===== src/logic/fabric_pkg.sv =====
`default_nettype none

package fabric_pkg;

    localparam int xlen      = 32;
    localparam int bus_width = 32;

    typedef enum logic [1:0] {
        acc_byte = 2'd0,
        acc_half = 2'd1,
        acc_word = 2'd2
    } acc_e;

    // owner of the shared target
    typedef enum logic [1:0] {
        arb_idle = 2'd0,
        arb_ibus = 2'd1,
        arb_dbus = 2'd2
    } arb_state_e;

    typedef enum logic [1:0] {
        fault_none = 2'd0,
        fault_ibus = 2'd1,
        fault_dbus = 2'd2
    } fault_cause_e;

    // address map
    localparam logic [xlen-1:0] tcm_base      = 32'h1000_0000;
    localparam logic [xlen-1:0] tcm_sel_mask  = 32'hFFFF_0000;
    localparam logic [xlen-1:0] gpio_base     = 32'h2000_0000;
    localparam logic [xlen-1:0] gpio_sel_mask = 32'hFFFF_FF00;

    // gpio register offsets
    localparam logic [7:0] gpio_out_off = 8'h00;
    localparam logic [7:0] gpio_dir_off = 8'h04;
    localparam logic [7:0] gpio_in_off  = 8'h08;

endpackage

`default_nettype wire


===== src/logic/fault_capture.sv =====
`timescale 1ns/1ps
`default_nettype none

module fault_capture import fabric_pkg::*; (
    input  wire              clk,
    input  wire              rstn,
    input  wire [xlen-1:0]   ibus_addr,
    input  wire [xlen-1:0]   dbus_addr,
    input  wire              ibus_dec_fault,
    input  wire              dbus_dec_fault,
    input  wire              ibus_tgt_fault,
    input  wire              dbus_tgt_fault,
    input  wire              gpio_fault,
    output logic             fault,
    output fault_cause_e     fault_cause,
    output logic [xlen-1:0]  fault_addr
);
    logic ibus_any, dbus_any;

    assign ibus_any = ibus_dec_fault | ibus_tgt_fault;
    assign dbus_any = dbus_dec_fault | dbus_tgt_fault | gpio_fault;

    // first fault wins with the fetch side ahead of the data side
    always_ff @(posedge clk) begin
        if (!rstn) begin
            fault       <= 1'b0;
            fault_cause <= fault_none;
            fault_addr  <= '0;
        end else if (!fault && (ibus_any || dbus_any)) begin
            fault <= 1'b1;
            if (ibus_any) begin
                fault_cause <= fault_ibus;
                fault_addr  <= ibus_addr;
            end else begin
                fault_cause <= fault_dbus;
                fault_addr  <= dbus_addr;
            end
        end
    end

    assert property (@(posedge clk) disable iff (!rstn) fault |-> fault_cause != fault_none);

endmodule

`default_nettype wire


===== config.mk =====
export PLATFORM = sky130hd
export DESIGN_NAME = fault_capture
export DESIGN_NICKNAME = d
export VERILOG_FILES = /design/src/logic/fabric_pkg.sv /design/src/logic/fault_capture.sv
export SDC_FILE = /design/constraint.sdc
export NUM_CORES = 1
export LEC_CHECK = 0
export BUFFER_PORTS_ARGS = -buffer_cell sky130_fd_sc_hd__buf_2
export CORE_MARGIN = 2
export CORE_UTILIZATION = 49
export DETAILED_ROUTE_END_ITERATION = 10
export PLACE_DENSITY = 0.86
export SLEW_MARGIN = 20
export SYNTH_ARGS = -nofsm -noshare
export SYNTH_HDL_FRONTEND = slang
export SYNTH_SLANG_ARGS = --single-unit
export TNS_END_PERCENT = 30

===== constraint.sdc =====
create_clock -name clk -period 1.6 [get_ports clk]
set_input_delay 0.32 -clock clk [delete_from_list [all_inputs] [get_ports clk]]
set_output_delay 0.32 -clock clk [all_outputs]
set_load 0.02 [all_outputs]

# Yosys cells after proc, flatten, opt, wreduce, memory -nomap -nowiden
# Index checks and enable logic that the tools add are counted.
# word_totals
ff_bits	35
inputBits	71
out_inout_bits	35
word_cells	11
# classes
muxes	2
bitwise_logic	3
n_reduce_logical	3
# op_table
op	n
two-way mux 32 bit	1
OR 1 bit	3
two-way mux 2 bit	1
logical AND 1 bit	1
logical NOT 1 bit	1
logical OR 1 bit	1

# Longest topological paths before layout
# logic_depth
word_depth	4
ltp_mapped	5
depth_no_buf	3

# Worst setup path after synthesis
# No wires, ideal clock.
# synth_path
kind	input port to flip-flop
startpoint	in dbus_tgt_fault
endpoint	reg fault_addr[0]
setup_time_ns	0.072
arrival_time_ns	1.091
required_time_ns	1.528
slack_ns	0.438
cell_stages	5
n_path_buf	2
cell_sequence	nor3_2 a21o_1 buf_6 buf_12 mux2i_1
# synth_between
elab_chain_cells	4
# synth_lines
item	line_no	rtl
start, declared	fault_capture.sv:12	input wire dbus_tgt_fault,
OR 1 bit (2 in series)	fault_capture.sv:21	assign dbus_any = dbus_dec_fault | dbus_tgt_fault | gpio_fault;
logical OR 1 bit	fault_capture.sv:29	end else if (!fault && (ibus_any || dbus_any)) begin
logical AND 1 bit	fault_capture.sv:29	
end signal, assigned	fault_capture.sv:33	fault_addr <= ibus_addr;
end signal, assigned	fault_capture.sv:36	fault_addr <= dbus_addr;
end, declared	fault_capture.sv:16	output logic [xlen-1:0] fault_addr
# Every way passes these cells.
# A chain may end at the register's enable or synchronous reset.

# Worst setup path after layout
# layout_path
startpoint	reg fault
endpoint	out fault
# layout_rtl
item	line_no	rtl
start, declared	fault_capture.sv:14	output logic fault,
start signal, assigned	fault_capture.sv:26	fault <= 1'b0;
start signal, assigned	fault_capture.sv:30	fault <= 1'b1;
# No word-level cell between the ends.

==> results.md <==
| Item | Value | Unit |
| --- | --- | --- |
| Pin count of the biggest net entering global routing | 40 | - |
| Remaining antenna violation count | 0 | - |
| TritonRoute pass-1 iters | 4 | - |
| Element type at the critical path start | flip-flop | - |
| CTS tree | built | - |
| Total Wirelength | 4.65 | mm |
| Number of buffers created by CTS | 5 | - |
| Drc violations | 0 | - |
| Result of the run | finished clean | - |
| Final instance area | 2710 | um2 |
| Actual transition at the worst max-transition pin | 0.274 | ns |
| Slowest cell on the critical path | dfxtp_1 | - |
| Cts hold-fix bufs | 0 | - |
| Number of endpoints with negative hold slack in the final report | 0 | - |
| Power per Cell Area | 894 | nW/um2 |
| Worst-Skew Late Latency | 0.28 | ns |
| Count of input and output buffers | 105 | - |
| Type of the setup path with the least slack | flip-flop to output port | - |
| Number of instances in the synthesized netlist | 231 | - |
| Mean routed wirelength per cell | 12.3 | um |
| Final weighted congestion in routability-driven placement | 0.735 | - |
| Count of boundary I/O pins | 106 | - |
| Initial DRC count | 57 | - |
| Register bit total from synthesis | 35 | - |
| Most common library cell in the layout ignoring fill and taps | buf_2 | - |
| Most frequent cells in the layout | 105 x buf_2, 35 x dfxtp_1, 34 x nand2_1 | - |
| Post-CTS Setup Repair Bufs | 0 | - |
| Crit Path Max Fanout | 5 | - |
| Period utilisation layout | 0.743 | - |
| Via count of the first global-routing pass | 1752 | - |
| Arrival time of the worst setup path | 0.87 | ns |
| Worst Clk Skew | 0.00407 | ns |
| Reported leakage power | 1.26 | nW |
| Aggregate global routing overflow | 0 | - |
| Post-DR vias/cell | 5.13 | - |
| Mean area per synthesized cell | 8.83 | um2 |
| CTS Root Buffer Type | clkbuf_8 | - |
| Maximum clock path buffer count | 2 | - |
| Synth warnings | 0 | - |
| Gate family responsible for the most delay along the worst path | flip-flops | - |
| Layout cell share with drive strength beyond 1 | 0.378 | - |
| Vertical extent of the die | 68.5 | um |
| Post_cts resized | 0 | - |
| Total buffers and inverters traversed by the critical path | 1 | - |
| Largest stage delay on the critical path | 0.39 | ns |
| Pins over their slew limit | 0 | - |
| Count of vias placed by the detailed router | 1941 | - |
| Highest attainable clock frequency | 841 | MHz |
| Required time worst endpoint | 1.28 | ns |
| Worst-case headroom to the max-slew limit | 0.817 | - |
| Net Count, Synth | 302 | - |
| Die outline area | 4700 | um2 |
| GR Util All Layers | 0.208 | - |
| First-pass GRT wire length | 7.42 | mm |
| Element type at the critical path end | output port | - |
| Crit path cell chain | buf_2 | - |
| Post-CTS clock slew at the launch and capture registers of the worst setup and hold paths | 0.07 | ns |
| Sequential fraction of the synthesis area | 0.343 | - |
| Number of sinks handled by clock tree synthesis | 35 | - |
| Setup tns final | 0 | ns |
| Row cnt | 23 | - |
| RSZ-0062 raised after global routing | false | - |
| Post-DP HPWL | 3.41 | mm |
| Total power draw | 2.42 | mW |
| Initial Util | 0.510 | - |
| Area post-placement | 2580 | um2 |
| H-tree level count | 2 | - |
| Type of the most critical hold path | input port to flip-flop | - |
| Count of final setup violators | 0 | - |
| Worst IR drop on VDD | 0.452 | mV |
| Post-route minimum period | 1.19 | ns |
| Initial antenna violation count | 0 | - |
| Reported max-cap violation count | 0 | - |
| Number of nets in the layout | 398 | - |
| Area growth from synthesis to layout | 32.7 | % |
| CORE AREA | 4000 | um2 |
| Cell area after technology mapping | 2040 | um2 |
| Distinct cell type count of the synthesized netlist | 19 | - |
| N_diodes | 0 | - |
| Fillers | 328 | - |
| Chip Width | 68.5 | um |
[power by group]
| part | leakage (nW) | internal [mW] | switching, mW |
|---|---|---|---|
| Sequential | 0.289 | 0.935 | 0.0321 |
| Combinational | 0.909 | 0.247 | 0.276 |
| Clock | 0.0654 | 0.623 | 0.309 |
| Total | 1.26 | 1.80 | 0.617 |
[worst paths after layout]
kind	start	slack [ns]	to	cells past startpoint
setup reg to reg	fault	0.53	fault_cause[0]	3
hold reg to reg	fault_addr[23]	0.46	fault_addr[23]	2
setup / recovery	fault	0.41	fault	1
hold / removal	gpio_fault	0.30	fault	3
[state kept, by name, summed over array words and instances (netlist names)]
signal and cells:
fault_cause 2, fault_addr 32, fault 1
[worst min-delay path, stage by stage]
cell and delay, ns:
buf_2 0.08, nor3_2 0.04, a21boi_1 0.10
[synthesized netlist by cell type (all sizes together)]
cell type,count,area (um2)
a21o,1,7.51
nor3,2,15.0
a21oi,1,5.00
nand2,34,128
buf,19,161
nor3b,33,248
dfxtp,35,701
nor2,1,6.26
mux2i,33,330
clkbuf,6,22.5
o21ai,32,160
a21boi,1,7.51
a31o,1,8.76
o21a,32,240
[through the flow]
step,setup slack [ns],utilization,cells,hold WS (ns)
after floorplan,0.438,-,231,0.477
after global placement,0.287,0.644,370,0.441
after detailed placement,0.254,0.644,370,0.450
after CTS,0.401,0.677,378,0.301
after global routing,0.354,0.677,378,0.304
final,0.412,0.677,378,0.304
[cells by family (layout without fill, tap and decap cells)]
group | Yosys count | after routing | share of synthesized area
AND/OR/NAND/NOR | 70 | 70 | 0.194
flip-flops | 35 | 35 | 0.343
multiplexers | 33 | 33 | 0.162
AO/OA/AOI/OAI | 68 | 68 | 0.210
buffers and inverters | 25 | 122 | 0.0901
[routing by layer]
| metal | up-vias | GRT usage | wire length [um] |
|---|---|---|---|
| met3 | 6 | 0.0682 | 370 |
| met4 | 0 | 0.0550 | 35 |
| li1 | 1002 | - | - |
| met2 | 69 | 0.376 | 2230 |
| met1 | 864 | 0.232 | 2020 |
| met5 | - | 0 | 0 |
[cell type report]
class / count / area (um2) / share of cell area
repair buffers: 114 / 656 / 0.242
flip-flops and latches: 35 / 701 / 0.259
well taps: 50 / 62.6 / 0.0231
clock buffers: 6 / 72.6 / 0.0268
clock inverters: 2 / 60.1 / 0.0222
multi-input cells: 171 / 1160 / 0.427
(Power assumes the default switching activity.)
