$ cat src/logic/fabric_pkg.sv
`default_nettype none

package fabric_pkg;

    localparam int xlen      = 32;
    localparam int bus_width = 32;

    typedef enum logic [1:0] {
        acc_byte = 2'd0,
        acc_half = 2'd1,
        acc_word = 2'd2
    } acc_e;

    // owner of the shared target
    typedef enum logic [1:0] {
        arb_idle = 2'd0,
        arb_ibus = 2'd1,
        arb_dbus = 2'd2
    } arb_state_e;

    typedef enum logic [1:0] {
        fault_none = 2'd0,
        fault_ibus = 2'd1,
        fault_dbus = 2'd2
    } fault_cause_e;

    // address map
    localparam logic [xlen-1:0] tcm_base      = 32'h1000_0000;
    localparam logic [xlen-1:0] tcm_sel_mask  = 32'hFFFF_0000;
    localparam logic [xlen-1:0] gpio_base     = 32'h2000_0000;
    localparam logic [xlen-1:0] gpio_sel_mask = 32'hFFFF_FF00;

    // gpio register offsets
    localparam logic [7:0] gpio_out_off = 8'h00;
    localparam logic [7:0] gpio_dir_off = 8'h04;
    localparam logic [7:0] gpio_in_off  = 8'h08;

endpackage

`default_nettype wire

$ cat src/logic/addr_decoder.sv
`timescale 1ns/1ps
`default_nettype none

module addr_decoder import fabric_pkg::*; (
    input  wire                  clk,
    input  wire                  rstn,
    input  wire [xlen-1:0]       ibus_addr,
    input  wire                  ibus_req,
    input  wire [xlen-1:0]       dbus_addr,
    input  wire                  dbus_req,
    input  wire                  fault,
    input  wire [bus_width-1:0]  ibus_tcm_rdata,
    input  wire                  ibus_tcm_resp,
    input  wire [bus_width-1:0]  dbus_tcm_rdata,
    input  wire                  dbus_tcm_resp,
    input  wire [bus_width-1:0]  dbus_gpio_rdata,
    input  wire                  dbus_gpio_resp,
    output logic                 ibus_tcm_req,
    output logic                 dbus_tcm_req,
    output logic                 dbus_gpio_req,
    output logic [bus_width-1:0] ibus_rdata,
    output logic                 ibus_resp,
    output logic [bus_width-1:0] dbus_rdata,
    output logic                 dbus_resp,
    output logic                 ibus_dec_fault,
    output logic                 dbus_dec_fault
);
    logic ibus_tcm_sel, dbus_tcm_sel, dbus_gpio_sel;
    logic ibus_tcm_rsel, dbus_tcm_rsel, dbus_gpio_rsel;

    assign ibus_tcm_sel  = (ibus_addr & tcm_sel_mask) == tcm_base;
    assign dbus_tcm_sel  = (dbus_addr & tcm_sel_mask) == tcm_base;
    assign dbus_gpio_sel = (dbus_addr & gpio_sel_mask) == gpio_base;

    assign ibus_tcm_req  = ibus_req & ibus_tcm_sel;
    assign dbus_tcm_req  = dbus_req & dbus_tcm_sel;
    assign dbus_gpio_req = dbus_req & dbus_gpio_sel;

    // instruction fetches only reach the tcm
    assign ibus_dec_fault = ibus_req & ~ibus_tcm_sel;
    assign dbus_dec_fault = dbus_req & ~(dbus_tcm_sel | dbus_gpio_sel);

    // selects follow the last request on each bus
    always_ff @(posedge clk) begin
        if (!rstn) begin
            ibus_tcm_rsel  <= 1'b0;
            dbus_tcm_rsel  <= 1'b0;
            dbus_gpio_rsel <= 1'b0;
        end else begin
            if (ibus_req) begin
                ibus_tcm_rsel <= ibus_tcm_sel;
            end
            if (dbus_req) begin
                dbus_tcm_rsel  <= dbus_tcm_sel;
                dbus_gpio_rsel <= dbus_gpio_sel;
            end
        end
    end

    assign ibus_rdata = ibus_tcm_rsel ? ibus_tcm_rdata : '0;
    assign dbus_rdata = dbus_tcm_rsel  ? dbus_tcm_rdata  :
                        dbus_gpio_rsel ? dbus_gpio_rdata : '0;

    // responses are held off for good once a fault is latched
    assign ibus_resp = ~fault & ibus_tcm_resp;
    assign dbus_resp = ~fault & (dbus_tcm_resp | dbus_gpio_resp);

    // a response comes back from exactly the target selected at request time
    assert property (@(posedge clk) disable iff (!rstn)
        dbus_resp |-> $onehot({dbus_tcm_rsel, dbus_gpio_rsel}));
    assert property (@(posedge clk) disable iff (!rstn)
        ibus_resp |-> ibus_tcm_rsel);

endmodule

`default_nettype wire

$ cat config.mk
export PLATFORM = sky130hd
export DESIGN_NAME = addr_decoder
export DESIGN_NICKNAME = d
export VERILOG_FILES = /design/src/logic/fabric_pkg.sv /design/src/logic/addr_decoder.sv
export SDC_FILE = /design/constraint.sdc
export NUM_CORES = 1
export LEC_CHECK = 0
export ABC_AREA = 1
export BUFFER_PORTS_ARGS = -buffer_cell sky130_fd_sc_hd__buf_2
export CORE_AREA = 4 4 90 92
export DETAILED_ROUTE_END_ITERATION = 16
export DIE_AREA = 0 0 94 96
export GPL_TIMING_DRIVEN = 0
export SYNTH_ARGS = -nofsm -noshare
export SYNTH_HDL_FRONTEND = slang
export SYNTH_SLANG_ARGS = --single-unit
$ cat constraint.sdc
create_clock -name clk -period 0.8 [get_ports clk]
set_input_delay 0.08 -clock clk [delete_from_list [all_inputs] [get_ports clk]]
set_output_delay 0.08 -clock clk [all_outputs]
set_load 0.02 [all_outputs]
Word level (Yosys, flattened, before mapping). Index checks and enable logic that the tools add are counted.

Register bits: 3. Input port bits: 168. Logic and storage cells: 21. Output and inout port bits: 71.

Mux-type cells: 3. Bitwise operators: 12. Equal/unequal tests: 3.

Operator list (number): 32-bit two-way mux (3); 16-bit by 13-bit == test with 1-bit output (second input constant) (2); 24-bit by 22-bit == test with 1-bit output (second input constant) (1); 1-bit bitwise AND (7); 1-bit inverter (3); 1-bit bitwise OR (2).

Depth between registers and ports, before layout.
Depth in word-level cells: 4. Mapped depth: 7. Gate-level depth less buffers: 7.

Worst setup path before layout. No wires, ideal clock.

Path kind: register -> output. Start: register dbus_tcm_rsel. End: output port dbus_rdata[0]. Slack: -130 ps. Arrival: 850 ps. Cell stages (with the launch flop): 6. Required time: 720 ps. Path buffers: 2. Cells stage by stage: dfxtp_1 -> buf_2 -> inv_2 -> buf_4 -> nand3_1 -> nand2_1.

Longest elaborated chain between the ends: 1.

RTL lines: start: declaration (RTL line addr_decoder.sv:29) `logic ibus_tcm_rsel, dbus_tcm_rsel, dbus_gpio_rsel;`; start signal: assignment (RTL line addr_decoder.sv:54) `dbus_tcm_rsel <= dbus_tcm_sel;`; 32-bit two-way mux (RTL line addr_decoder.sv:61) `assign dbus_rdata = dbus_tcm_rsel ? dbus_tcm_rdata :`; end: declaration (RTL line addr_decoder.sv:23) `output logic [bus_width-1:0] dbus_rdata,`.

Every way passes these cells.

Worst setup path after layout.
Start: register dbus_tcm_rsel. End: output port dbus_rdata[28].

Same word-level chain as after synthesis.

==> reports/summary.txt <==
Status: complete, but fails checks
Failing checks: negative setup slack
Drt first-iter violations: 35
Clock latency at the later pin of the worst-skew pair: 0.21 ns
Drt wl/cell: 13.1 um
Largest area contributor in the netlist: nand2_1
Hold path cells: 3
Startpoint types: register
Overall power: 1.93 mW
Setup CP Type: reg2out
First-pass GRT wire length: 10100 um
Net count, final: 645
Initial Util: 14.6%
Fmax: 813 MHz
Hold Crit Start: rstn
Final-layout fill cell count: 685
Post-synthesis register bit count: 3
H-tree depth: 1
Largest cells by area after synthesis: nand2_1 39%, nand3_1 16%, nor2_1 11%
Post-detailed-route via-to-cell ratio: 4.08
Vias in the first global route: 2281
Sequential cell area fraction in the yosys report: 5.69%
Die Area: 9020 um2
Remaining DRCs: 0
Dpl hpwl: 4990 um
R2R cell count: 5
Post-Syn Instances: 242
Num rows: 31
Die X: 94 um
Post-DP Area: 2380 um2
Tcrit/Tclk final: 154%
Initial antenna violation count: 0
Worst Setup SP: dbus_tcm_rsel
Hold path endpoint: ibus_tcm_rsel
Port Buffer Count: 214
Worst r2r src: ibus_tcm_rsel
Final instance area: 3750 um2
Cts hold-fix bufs: 0
Overflow after GRT: 0
Max-Cap Viols: 0
WP data arrival: 1.15 ns
Final hold vios: 0
Max-slew headroom: 89.1%
PwrDens: 513 nW/um2
Ant diodes: 0
Yosys Warn Count: 0
Hold WC Path Type: in2reg
Max Slew Vio Count: 0
Synthesized net count: 410
Setup TNS: -24.32 ns
R2R setup slack: -0.14 ns
Mapped Area: 1060 um2
Crit path max fanout: 8
CTS tree: built
RR Endpoint: ibus_tcm_rsel
Die height: 96 um
Static Leak: 2.12 nW
Worst endpoint required time: 0.72 ns
Unique masters post-synth: 14
Clock sinks: 3
Total wire length: 7520 um
Syn avg cell area: 4.36 um2
GR Util All Layers: 13.8%
Area growth from synthesis to layout: 256%
Reg clk slew, reported paths: 0.03 ns
Final Skew: 0 ns
IO Count: 239
Largest net degree at the start of global routing: 11
Clk buf depth: 2
Post-layout min period: 1.23 ns
Total CTS buffers: 3
Place WS: -0.302 ns
ANT nets after route: 0
Setup violations, final: 71
Synth top area share: 39.1%
Most common cell after layout, fill and taps aside: buf_2
Final core occ: 52.0%
Critical Path End Type: output pin
Fin worst setup slack: -0.429 ns
Max VDD drop: 0.560 mV
Core ar.: 7210 um2
Proportion of layout cells with a drive suffix above 1: 86.1%
RSZ-0062 raised after global routing: true
Clk root buf: clkbuf_8
Most frequent cells in the layout: 126 x buf_2, 99 x buf_6, 48 x nand2_2
DRT Pass-1 Iters: 4
Worst Tran Pin Value: 0.163 ns
Vias: 2344
Routability cong.: 0.771
sequential cells by signal, summed over array words and instances, names as in the netlist:
name,flops
ibus_tcm_rsel,1
dbus_tcm_rsel,1
dbus_gpio_rsel,1
power breakdown:
part           switching, mW  internal [mW]  leakage, nW  total [mW]
combinational          0.623          0.710         2.07        1.33
sequential           0.00525          0.151       0.0260       0.156
clock                 0.0983          0.340       0.0228       0.438
total                  0.727           1.20         2.12        1.93
routing by layer:
| layer | share of wire [%] | vias to the layer above | track usage [%] | wire, um |
|---|---|---|---|---|
| li1 | - | 1181 | - | - |
| met1 | 32 | 1030 | 14.0 | 2410 |
| met2 | 58 | 119 | 28.0 | 4360 |
| met3 | 8.0 | 14 | 2.50 | 605 |
| met4 | 2.0 | 0 | 4.57 | 148 |
| met5 | 0 | - | 0 | 0 |
per-stage QoR:
stage | instances | hold slack, ns
floorplan | 242 | 0.164
global placement | 555 | 0.322
detailed placement | 555 | 0.325
CTS | 572 | 0.104
global route | 575 | 0.112
finish | 575 | 0.115
logic make-up after synthesis:
kind of cell    count (synthesis)  synth area share, %
flops                           3                 5.69
compound gates                  5                 3.08
simple gates                  178                 68.8
buf+inv                        56                 22.4
worst max path at each step:
stage | to | slack (ns) | depth (start not counted)
finish | dbus_rdata[28] | -0.43 | 5
CTS | dbus_rdata[16] | -0.43 | 6
floorplan | dbus_rdata[11] | -0.06 | 5
global route | dbus_rdata[28] | -0.49 | 5
detailed placement | dbus_rdata[11] | -0.30 | 5
global placement | dbus_rdata[11] | -0.28 | 5
critical path: stages (launching register included):
cell and delay, ns:
dfxtp_4 0.42, clkinv_8 0.10, clkbuf_16 0.17, nand3_2 0.06, nand2_2 0.05, buf_6 0.12
cell type report:
class                      count  area [um2]  share of cell area [%]
timing repair buffer         231        1850                    49.3
multi-input combinational    183        1320                    35.3
buffer                        14         176                    4.70
inverter                      41         166                    4.43
tap                           99         124                    3.30
sequential                     3        67.6                    1.80
clock buffer                   4        45.0                    1.20
synthesized netlist by cell type (all sizes together):
| cell | instances |
|---|---|
| nand2 | 110 |
| nand3 | 34 |
| a21oi | 3 |
| buf | 15 |
| nor2 | 33 |
| dfxtp | 3 |
| o21ai | 2 |
| inv | 41 |
| nand3b | 1 |
timing repair:
action,CTS,global route
gates resized for setup,229,101
gates cloned,6,1
setup buffers,7,5
pin swaps,31,28
setup endpoints to repair,69,72
Note: power is estimated with default switching activity, not from simulation.
