`src/logic/fabric_pkg.sv`:
```
`default_nettype none

package fabric_pkg;

    localparam int xlen      = 32;
    localparam int bus_width = 32;

    typedef enum logic [1:0] {
        acc_byte = 2'd0,
        acc_half = 2'd1,
        acc_word = 2'd2
    } acc_e;

    // owner of the shared target
    typedef enum logic [1:0] {
        arb_idle = 2'd0,
        arb_ibus = 2'd1,
        arb_dbus = 2'd2
    } arb_state_e;

    typedef enum logic [1:0] {
        fault_none = 2'd0,
        fault_ibus = 2'd1,
        fault_dbus = 2'd2
    } fault_cause_e;

    // address map
    localparam logic [xlen-1:0] tcm_base      = 32'h1000_0000;
    localparam logic [xlen-1:0] tcm_sel_mask  = 32'hFFFF_0000;
    localparam logic [xlen-1:0] gpio_base     = 32'h2000_0000;
    localparam logic [xlen-1:0] gpio_sel_mask = 32'hFFFF_FF00;

    // gpio register offsets
    localparam logic [7:0] gpio_out_off = 8'h00;
    localparam logic [7:0] gpio_dir_off = 8'h04;
    localparam logic [7:0] gpio_in_off  = 8'h08;

endpackage

`default_nettype wire

```
`src/logic/bus_arbiter.sv`:
```
`timescale 1ns/1ps
`default_nettype none

module bus_arbiter import fabric_pkg::*; (
    input  wire                  clk,
    input  wire                  rstn,
    input  wire [xlen-1:0]       ibus_addr,
    input  wire acc_e            ibus_acc,
    input  wire                  ibus_req,
    output logic [bus_width-1:0] ibus_rdata,
    output logic                 ibus_resp,
    output logic                 ibus_fault,
    input  wire [xlen-1:0]       dbus_addr,
    input  wire                  dbus_w_rb,
    input  wire acc_e            dbus_acc,
    input  wire [bus_width-1:0]  dbus_wdata,
    input  wire                  dbus_req,
    output logic [bus_width-1:0] dbus_rdata,
    output logic                 dbus_resp,
    output logic                 dbus_fault,
    output logic [xlen-1:0]      tgt_addr,
    output logic                 tgt_w_rb,
    output acc_e                 tgt_acc,
    output logic [bus_width-1:0] tgt_wdata,
    output logic                 tgt_req,
    input  wire [bus_width-1:0]  tgt_rdata,
    input  wire                  tgt_resp,
    input  wire                  tgt_fault
);
    arb_state_e           state, next_state;
    logic                 ibus_ongoing, dbus_ongoing;
    logic [xlen-1:0]      ibus_addr_q, dbus_addr_q;
    acc_e                 ibus_acc_q, dbus_acc_q;
    logic                 dbus_w_rb_q;
    logic [bus_width-1:0] dbus_wdata_q;

    // request fields for an access that has to wait
    always_ff @(posedge clk) begin
        if (ibus_req) begin
            ibus_addr_q <= ibus_addr;
            ibus_acc_q  <= ibus_acc;
        end
        if (dbus_req) begin
            dbus_addr_q  <= dbus_addr;
            dbus_w_rb_q  <= dbus_w_rb;
            dbus_acc_q   <= dbus_acc;
            dbus_wdata_q <= dbus_wdata;
        end
    end

    // access issued or waiting until its resp
    always_ff @(posedge clk) begin
        if (!rstn) begin
            ibus_ongoing <= 1'b0;
            dbus_ongoing <= 1'b0;
            state        <= arb_idle;
        end else begin
            if (ibus_req) begin
                ibus_ongoing <= 1'b1;
            end else if (ibus_resp) begin
                ibus_ongoing <= 1'b0;
            end
            if (dbus_req) begin
                dbus_ongoing <= 1'b1;
            end else if (dbus_resp) begin
                dbus_ongoing <= 1'b0;
            end
            state <= next_state;
        end
    end

    // data bus first and a waiting fetch next
    always_comb begin
        next_state = state;
        case (state)
            arb_ibus: begin
                if (tgt_resp) begin
                    if (dbus_req || dbus_ongoing) begin
                        next_state = arb_dbus;
                    end else if (ibus_req) begin
                        next_state = arb_ibus;
                    end else begin
                        next_state = arb_idle;
                    end
                end
            end
            arb_dbus: begin
                if (tgt_resp) begin
                    if (ibus_req || ibus_ongoing) begin
                        next_state = arb_ibus;
                    end else if (dbus_req) begin
                        next_state = arb_dbus;
                    end else begin
                        next_state = arb_idle;
                    end
                end
            end
            default: begin
                if (dbus_req) begin
                    next_state = arb_dbus;
                end else if (ibus_req) begin
                    next_state = arb_ibus;
                end else begin
                    next_state = arb_idle;
                end
            end
        endcase
    end

    // issue when free or in the cycle the current access completes
    assign tgt_req = (state == arb_idle || tgt_resp) && next_state != arb_idle;

    // live fields in the request cycle and held ones later
    always_comb begin
        if (next_state == arb_ibus) begin
            tgt_addr = ibus_req ? ibus_addr : ibus_addr_q;
            tgt_acc  = ibus_req ? ibus_acc : ibus_acc_q;
            tgt_w_rb = 1'b0;
        end else begin
            tgt_addr = dbus_req ? dbus_addr : dbus_addr_q;
            tgt_acc  = dbus_req ? dbus_acc : dbus_acc_q;
            tgt_w_rb = dbus_req ? dbus_w_rb : dbus_w_rb_q;
        end
    end
    assign tgt_wdata = dbus_req ? dbus_wdata : dbus_wdata_q;

    assign ibus_fault = tgt_req & tgt_fault & (next_state == arb_ibus);
    assign dbus_fault = tgt_req & tgt_fault & (next_state == arb_dbus);
    assign ibus_resp  = tgt_resp & (state == arb_ibus);
    assign dbus_resp  = tgt_resp & (state == arb_dbus);
    assign ibus_rdata = tgt_rdata;
    assign dbus_rdata = tgt_rdata;

    // target only answers an access that was issued by an owner
    assert property (@(posedge clk) disable iff (!rstn) tgt_resp |-> state != arb_idle);
    assert property (@(posedge clk) disable iff (!rstn) !(ibus_resp && dbus_resp));

endmodule

`default_nettype wire

```
`config.mk`:
```
export PLATFORM = sky130hd
export DESIGN_NAME = bus_arbiter
export DESIGN_NICKNAME = d
export VERILOG_FILES = /design/src/logic/fabric_pkg.sv /design/src/logic/bus_arbiter.sv
export SDC_FILE = /design/constraint.sdc
export NUM_CORES = 1
export LEC_CHECK = 0
export BUFFER_PORTS_ARGS = -buffer_cell sky130_fd_sc_hd__buf_2
export CORE_ASPECT_RATIO = 1.25
export CORE_MARGIN = 10
export CORE_UTILIZATION = 35
export CTS_BUF_LIST = sky130_fd_sc_hd__clkbuf_8 sky130_fd_sc_hd__clkbuf_16
export DETAILED_ROUTE_END_ITERATION = 8
export GPL_TIMING_DRIVEN = 0
export PLACE_DENSITY_LB_ADDON = 0.3
export SLEW_MARGIN = 15
export SYNTH_ARGS = -nofsm -noshare
export SYNTH_HDL_FRONTEND = slang
export SYNTH_SLANG_ARGS = --single-unit
```
`constraint.sdc`:
```
create_clock -name clk -period 5.7 [get_ports clk]
set_clock_uncertainty 0.15 [all_clocks]
set_input_delay 1.14 -clock clk [delete_from_list [all_inputs] [get_ports clk]]
set_output_delay 1.14 -clock clk [all_outputs]
set_load 0.01 [all_outputs]
```
**Word-level counts from Yosys, hierarchy flattened**

Index checks and enable logic that the tools add are counted.
W data, S select, Z words.

- Register bits after elaboration: 105
- Latch bits: 0
- Bits in writable memories: 0
- ROM bits: 0
- Output and inout bits: 136
- Logic and storage cells: 47
- Memories: 0

- $add $sub $neg: 0
- Multiply operators: 0
- Div/mod/pow operators: 0
- Magnitude comparators: 0
- Equal/unequal tests: 4
- Shifts and indexed selects: 0
- Mux-type cells: 21
- Bitwise logic cells: 5
- Reductions and logical operators: 8

Operators by type and width:

| kind | count |
|---|---|
| $mux W32 | 4 |
| $mux W2 | 9 |
| $mux W1 | 7 |
| $reduce_bool A2 Y1 | 3 |
| $and A1 B1 Y1 | 5 |
| $eq A2 B1 Y1 const B | 2 |
| $eq A2 B2 Y1 const B | 2 |
| $pmux W2 S2 | 1 |
| $logic_or A1 B1 Y1 | 3 |
| $logic_not A2 Y1 | 1 |
| $logic_and A1 B1 Y1 | 1 |

**Depth between registers and ports, before layout**

- Depth in word-level cells: 8
- Mapped depth: 7
- Depth with buffers taken out: 6

**Worst setup path before layout**

OpenSTA, ideal clock, no wires.

- Kind: input -> output
- From: input dbus_req
- To: output tgt_addr[23]
- Arrival time: 2.602 ns
- Path slack: 1.808 ns
- Stages: 6
- Cell sequence: buf_4 > or3b_1 > a211o_1 > o221ai_4 > buf_8 > mux2_4

- Cells in the longest elaborated chain, start to end: 6
- Elaborated cells on any way between the ends: 11
- Those cells by class: eq/ne: 1; mux: 9; reduce/logical: 1

RTL lines:

| what | line | source |
|---|---|---|
| start: declaration | bus_arbiter.sv:17 | `input wire dbus_req,` |
| $mux W2 / $logic_or A1 B1 Y1 (equally long branches) | bus_arbiter.sv:91, bus_arbiter.sv:78 |  |
| $mux W2 (on tied branches) | bus_arbiter.sv:89, bus_arbiter.sv:78 |  |
| $mux W2 (on tied branches) | bus_arbiter.sv:88, bus_arbiter.sv:77 |  |
| $pmux W2 S2 | bus_arbiter.sv:75 | `case (state)` |
| $eq A2 B1 Y1 | bus_arbiter.sv:115 | `if (next_state == arb_ibus) begin` |
| $mux W32 * | bus_arbiter.sv:115 |  |
| end: declaration | bus_arbiter.sv:21 | `output logic [xlen-1:0] tgt_addr,` |

Mark *: on every way between the ends. The rest lies on a longest branch, timed or not.

**Final worst setup path**

- From: input tgt_resp
- To: output tgt_addr[27]

- Cells in the longest elaborated chain, start to end: 4
- Elaborated cells on any way between the ends: 5
- Those cells by class: eq/ne: 1; mux: 4

RTL lines:

| what | line | source |
|---|---|---|
| start: declaration | bus_arbiter.sv:27 | `input wire tgt_resp,` |
| $mux W2 (on tied branches) | bus_arbiter.sv:88, bus_arbiter.sv:77 |  |
| $pmux W2 S2 * | bus_arbiter.sv:75 |  |
| $eq A2 B1 Y1 * | bus_arbiter.sv:115 |  |
| $mux W32 * | bus_arbiter.sv:115 |  |

Marked as above.

==> run_results.csv <==
group,metric,value,unit
outcome,outcome,"complete, no violations",
logic_synthesis,ys_ff_latch,105,
power,vdd_drop_max,0.0001589,V
clock_network,ctsHtreeMaxLevel,3,
grt,globalRouteOverflowTotal,0,
logic_synthesis,async_flop_share,0,%
setup_path,path_delay_family,"buffers and inverters",
timing,worst_pin_slew,0.6883,ns
setup_path,worst-path-max-fanout,10,
hold_path,min-delay-path-class,"flop to flop",
die,die_h,148.0,um
logic_synthesis,seq_area_frac_synth,45.80,%
logic_synthesis,synthTopCellsByArea,"dfxtp_1 (46%), mux2_2 (26%), buf_4 (11%)",
routing,drt_iter0_drc,34,
grt,antenna_found_initial,0,
logic_synthesis,synth_commonest_cells,"mux2_2 (107), dfxtp_1 (105), buf_4 (66), mux2_4 (28), clkbuf_1 (10)",
routing,ant_nets,0,
routing,vias,3443,
die,die_area,18120,sq um
routing,first_pass_iters,4,
routing,routed_via_density,4.392,
setup_path,start_kind,"input port",
setup_path,cp_common_cell,"buf_2",
clock_network,cts_resized,0,
layout,num-nets-final,753,
grt,grt_max_degree,18,
clock_network,tritoncts,"done",
timing,layout_setup_ws,1.408,ns
hold_path,worstHoldEndpoint,"dbus_wdata_q[12]",
logic_synthesis,syn-instance-count,359,
placed_design,gp_congestion,0.8455,
setup_path,crit_chain,"buf_2 -> buf_2 -> nand4b_1 -> o221ai_2 -> o221ai_4 -> buf_8 -> mux2_4 -> buf_2",
timing,clock.fmax,0.2330,GHz
die,ios,275,
timing,fin_crit,4.292,ns
layout,drive_above_1_share,75.32,%
logic_synthesis,synth_top_area_share,45.80,%
logic_synthesis,ys_types,25,
setup_path,path_buf_inv,4,
timing,rsz0062_at_grt,"false",
routing,wl_per_cell,17.38,um
clock_network,cts.clk_slew.worst_paths,0.07,ns
logic_synthesis,ys.warnings.count,0,
logic_synthesis,synth_top_area_cell,"dfxtp_1",
setup_path,critPathMaxStageDelay,0.52,ns
routing,route.detailed.drc,0,
die,die_w,122.4,um
die,initial_core_util,35.92,%
logic_synthesis,syn_nets,501,
routing,wl,13620,um
power,power_density,298.6,nW/um^2
placed_design,dp_worst_setup_slack,1.384,ns
clock_network,hold_buffers,0,
flow_run,maxCapViolations,0,
layout,antenna_cells,0,
logic_synthesis,synth-compound-area-share,2.181,%
setup_path,end_kind,"primary output",
clock_network,numCtsBuffers,9,
placed_design,port_buffers,241,
timing,hold_viol,0,
grt,grt_pass1_wl,20420,um
logic_synthesis,synth_top_family_by_area,"multiplexers",
setup_path,timing.rr.start,"state[0]",
logic_synthesis,synth_mux_area_share,35.41,%
clock_network,cts_root_buf,"clkbuf_16",
logic_synthesis,synth_xor_area_share,0,%
setup_path,cp_data_arrival_time,3.00,ns
grt,grt_use_total,14.36,%
logic_synthesis,synth_edf_count,0,
layout,synthToLayoutAreaGrowth,37.19,%
logic_synthesis,synth_simple_gate_area_share,2.535,%
logic_synthesis,synthMostInstantiatedCell,"mux2_2",
timing,maxSlewViolCount,0,
setup_path,reg2reg_to,"state[0]",
clock_network,cts_buffer_depth,2,
timing,fin_tns_setup,0,ns
logic_synthesis,syn_avg_cell_area,12.78,sq um
setup_path,r2r_slack,3.99,ns
setup_path,critical_path_depth,8,
timing,period_share,75.30,%
hold_path,worstHoldStart,"dbus_wdata_q[12]",
timing,setup_violations,0,
setup_path,reg2reg_depth,6,
grt,grt_pass1_vias,3843,
die,core-area,12780,sq um
placed_design,dp_hpwl,11520,um
clock_network,clock-sinks,105,
logic_synthesis,synthesis.area,4589,sq um
die,row_count,46,
hold_path,min_path_cells,1,
timing,slew_headroom,54.12,%
clock_network,clk-insertion-delay-late,0.34,ns
setup_path,worstPathRequired,4.41,ns
setup_path,criticalPathCategory,"input port to primary output",
clock_network,cts_setup_buffers,0,
logic_synthesis,synthAdderAreaFrac,0.8179,%
logic_synthesis,synth_flop_cell,"dfxtp_1",
setup_path,critPathSlowestCell,"o221ai_4",
power,power.leakage,3.132,nW
through the flow:
step | area [sq um] | util (%) | hold slack (ns) | cells | power [mW]
finish | 6296 | 49.28 | 0.3192 | 784 | 1.880
global placement | 6006 | 47.00 | 0.3026 | 768 | 1.300
floorplan | 4589 | - | 0.2950 | 359 | 1.140
global route | 6296 | 49.28 | 0.3382 | 784 | 1.983
detailed placement | 6006 | 47.00 | 0.3075 | 768 | 1.314
CTS | 6296 | 49.28 | 0.3232 | 784 | 1.917
cell families after synthesis:
family	count (synthesis)
DFF	105
adders and majority gates	3
AOI/OAI and AO/OA	11
muxes	135
and+or+nand+nor	21
buffers and inverters	84
sequential cells by signal, indices dropped and copies added, names as in the netlist:
signal,flops
dbus_addr_q,32
ibus_addr_q,32
dbus_ongoing,1
ibus_acc_q,2
dbus_acc_q,2
dbus_wdata_q,32
state,2
dbus_w_rb_q,1
ibus_ongoing,1
routing by layer:
metal | GRT usage (%) | vias up | routed length, um
met1 | 13.21 | 1555 | 4646
met5 | 0 | - | 0
met4 | 7.615 | 0 | 439
met3 | 7.470 | 23 | 1926
li1 | - | 1667 | -
met2 | 25.00 | 198 | 6612
layout by cell type, fill, tap and decap left out, drive strengths merged, types with 2 or more instances in the layout:
master and count:
buf 311, mux2 135, dfxtp 105, clkbuf 21, inv 7, nor2 6
a21oi 4, nor2b 4, nand2 3, ha 3, nand2b 2, nand4b 2
o21ai 2, and2 2, o221ai 2
power by group:
part	internal [mW]	switching, mW
Combinational	0.256	0.201
Sequential	0.811	0.0186
Clock	0.323	0.271
Total	1.39	0.490
cell type report:
type / count / area (sq um)
Timing Repair Buffer: 241 / 1206
Multi-Input combinational cell: 170 / 1879
Sequential cell: 105 / 2102
Tap cell: 168 / 210.2
Clock inverter: 5 / 37.54
Buffer: 80 / 593.1
Inverter: 4 / 15.01
Fill cell: 1197 / 6481
Clock buffer: 11 / 252.7
worst max-delay path by stage:
stage	end	from	slack, ns
final	tgt_addr[27]	tgt_resp	1.41
after detailed placement	tgt_addr[27]	tgt_resp	1.38
after CTS	tgt_addr[27]	tgt_resp	1.37
after global placement	tgt_addr[29]	tgt_resp	1.42
after floorplan	tgt_addr[23]	dbus_req	1.81
after global routing	tgt_addr[30]	tgt_resp	1.31
No activity file was read; power rests on OpenSTA's default activity.
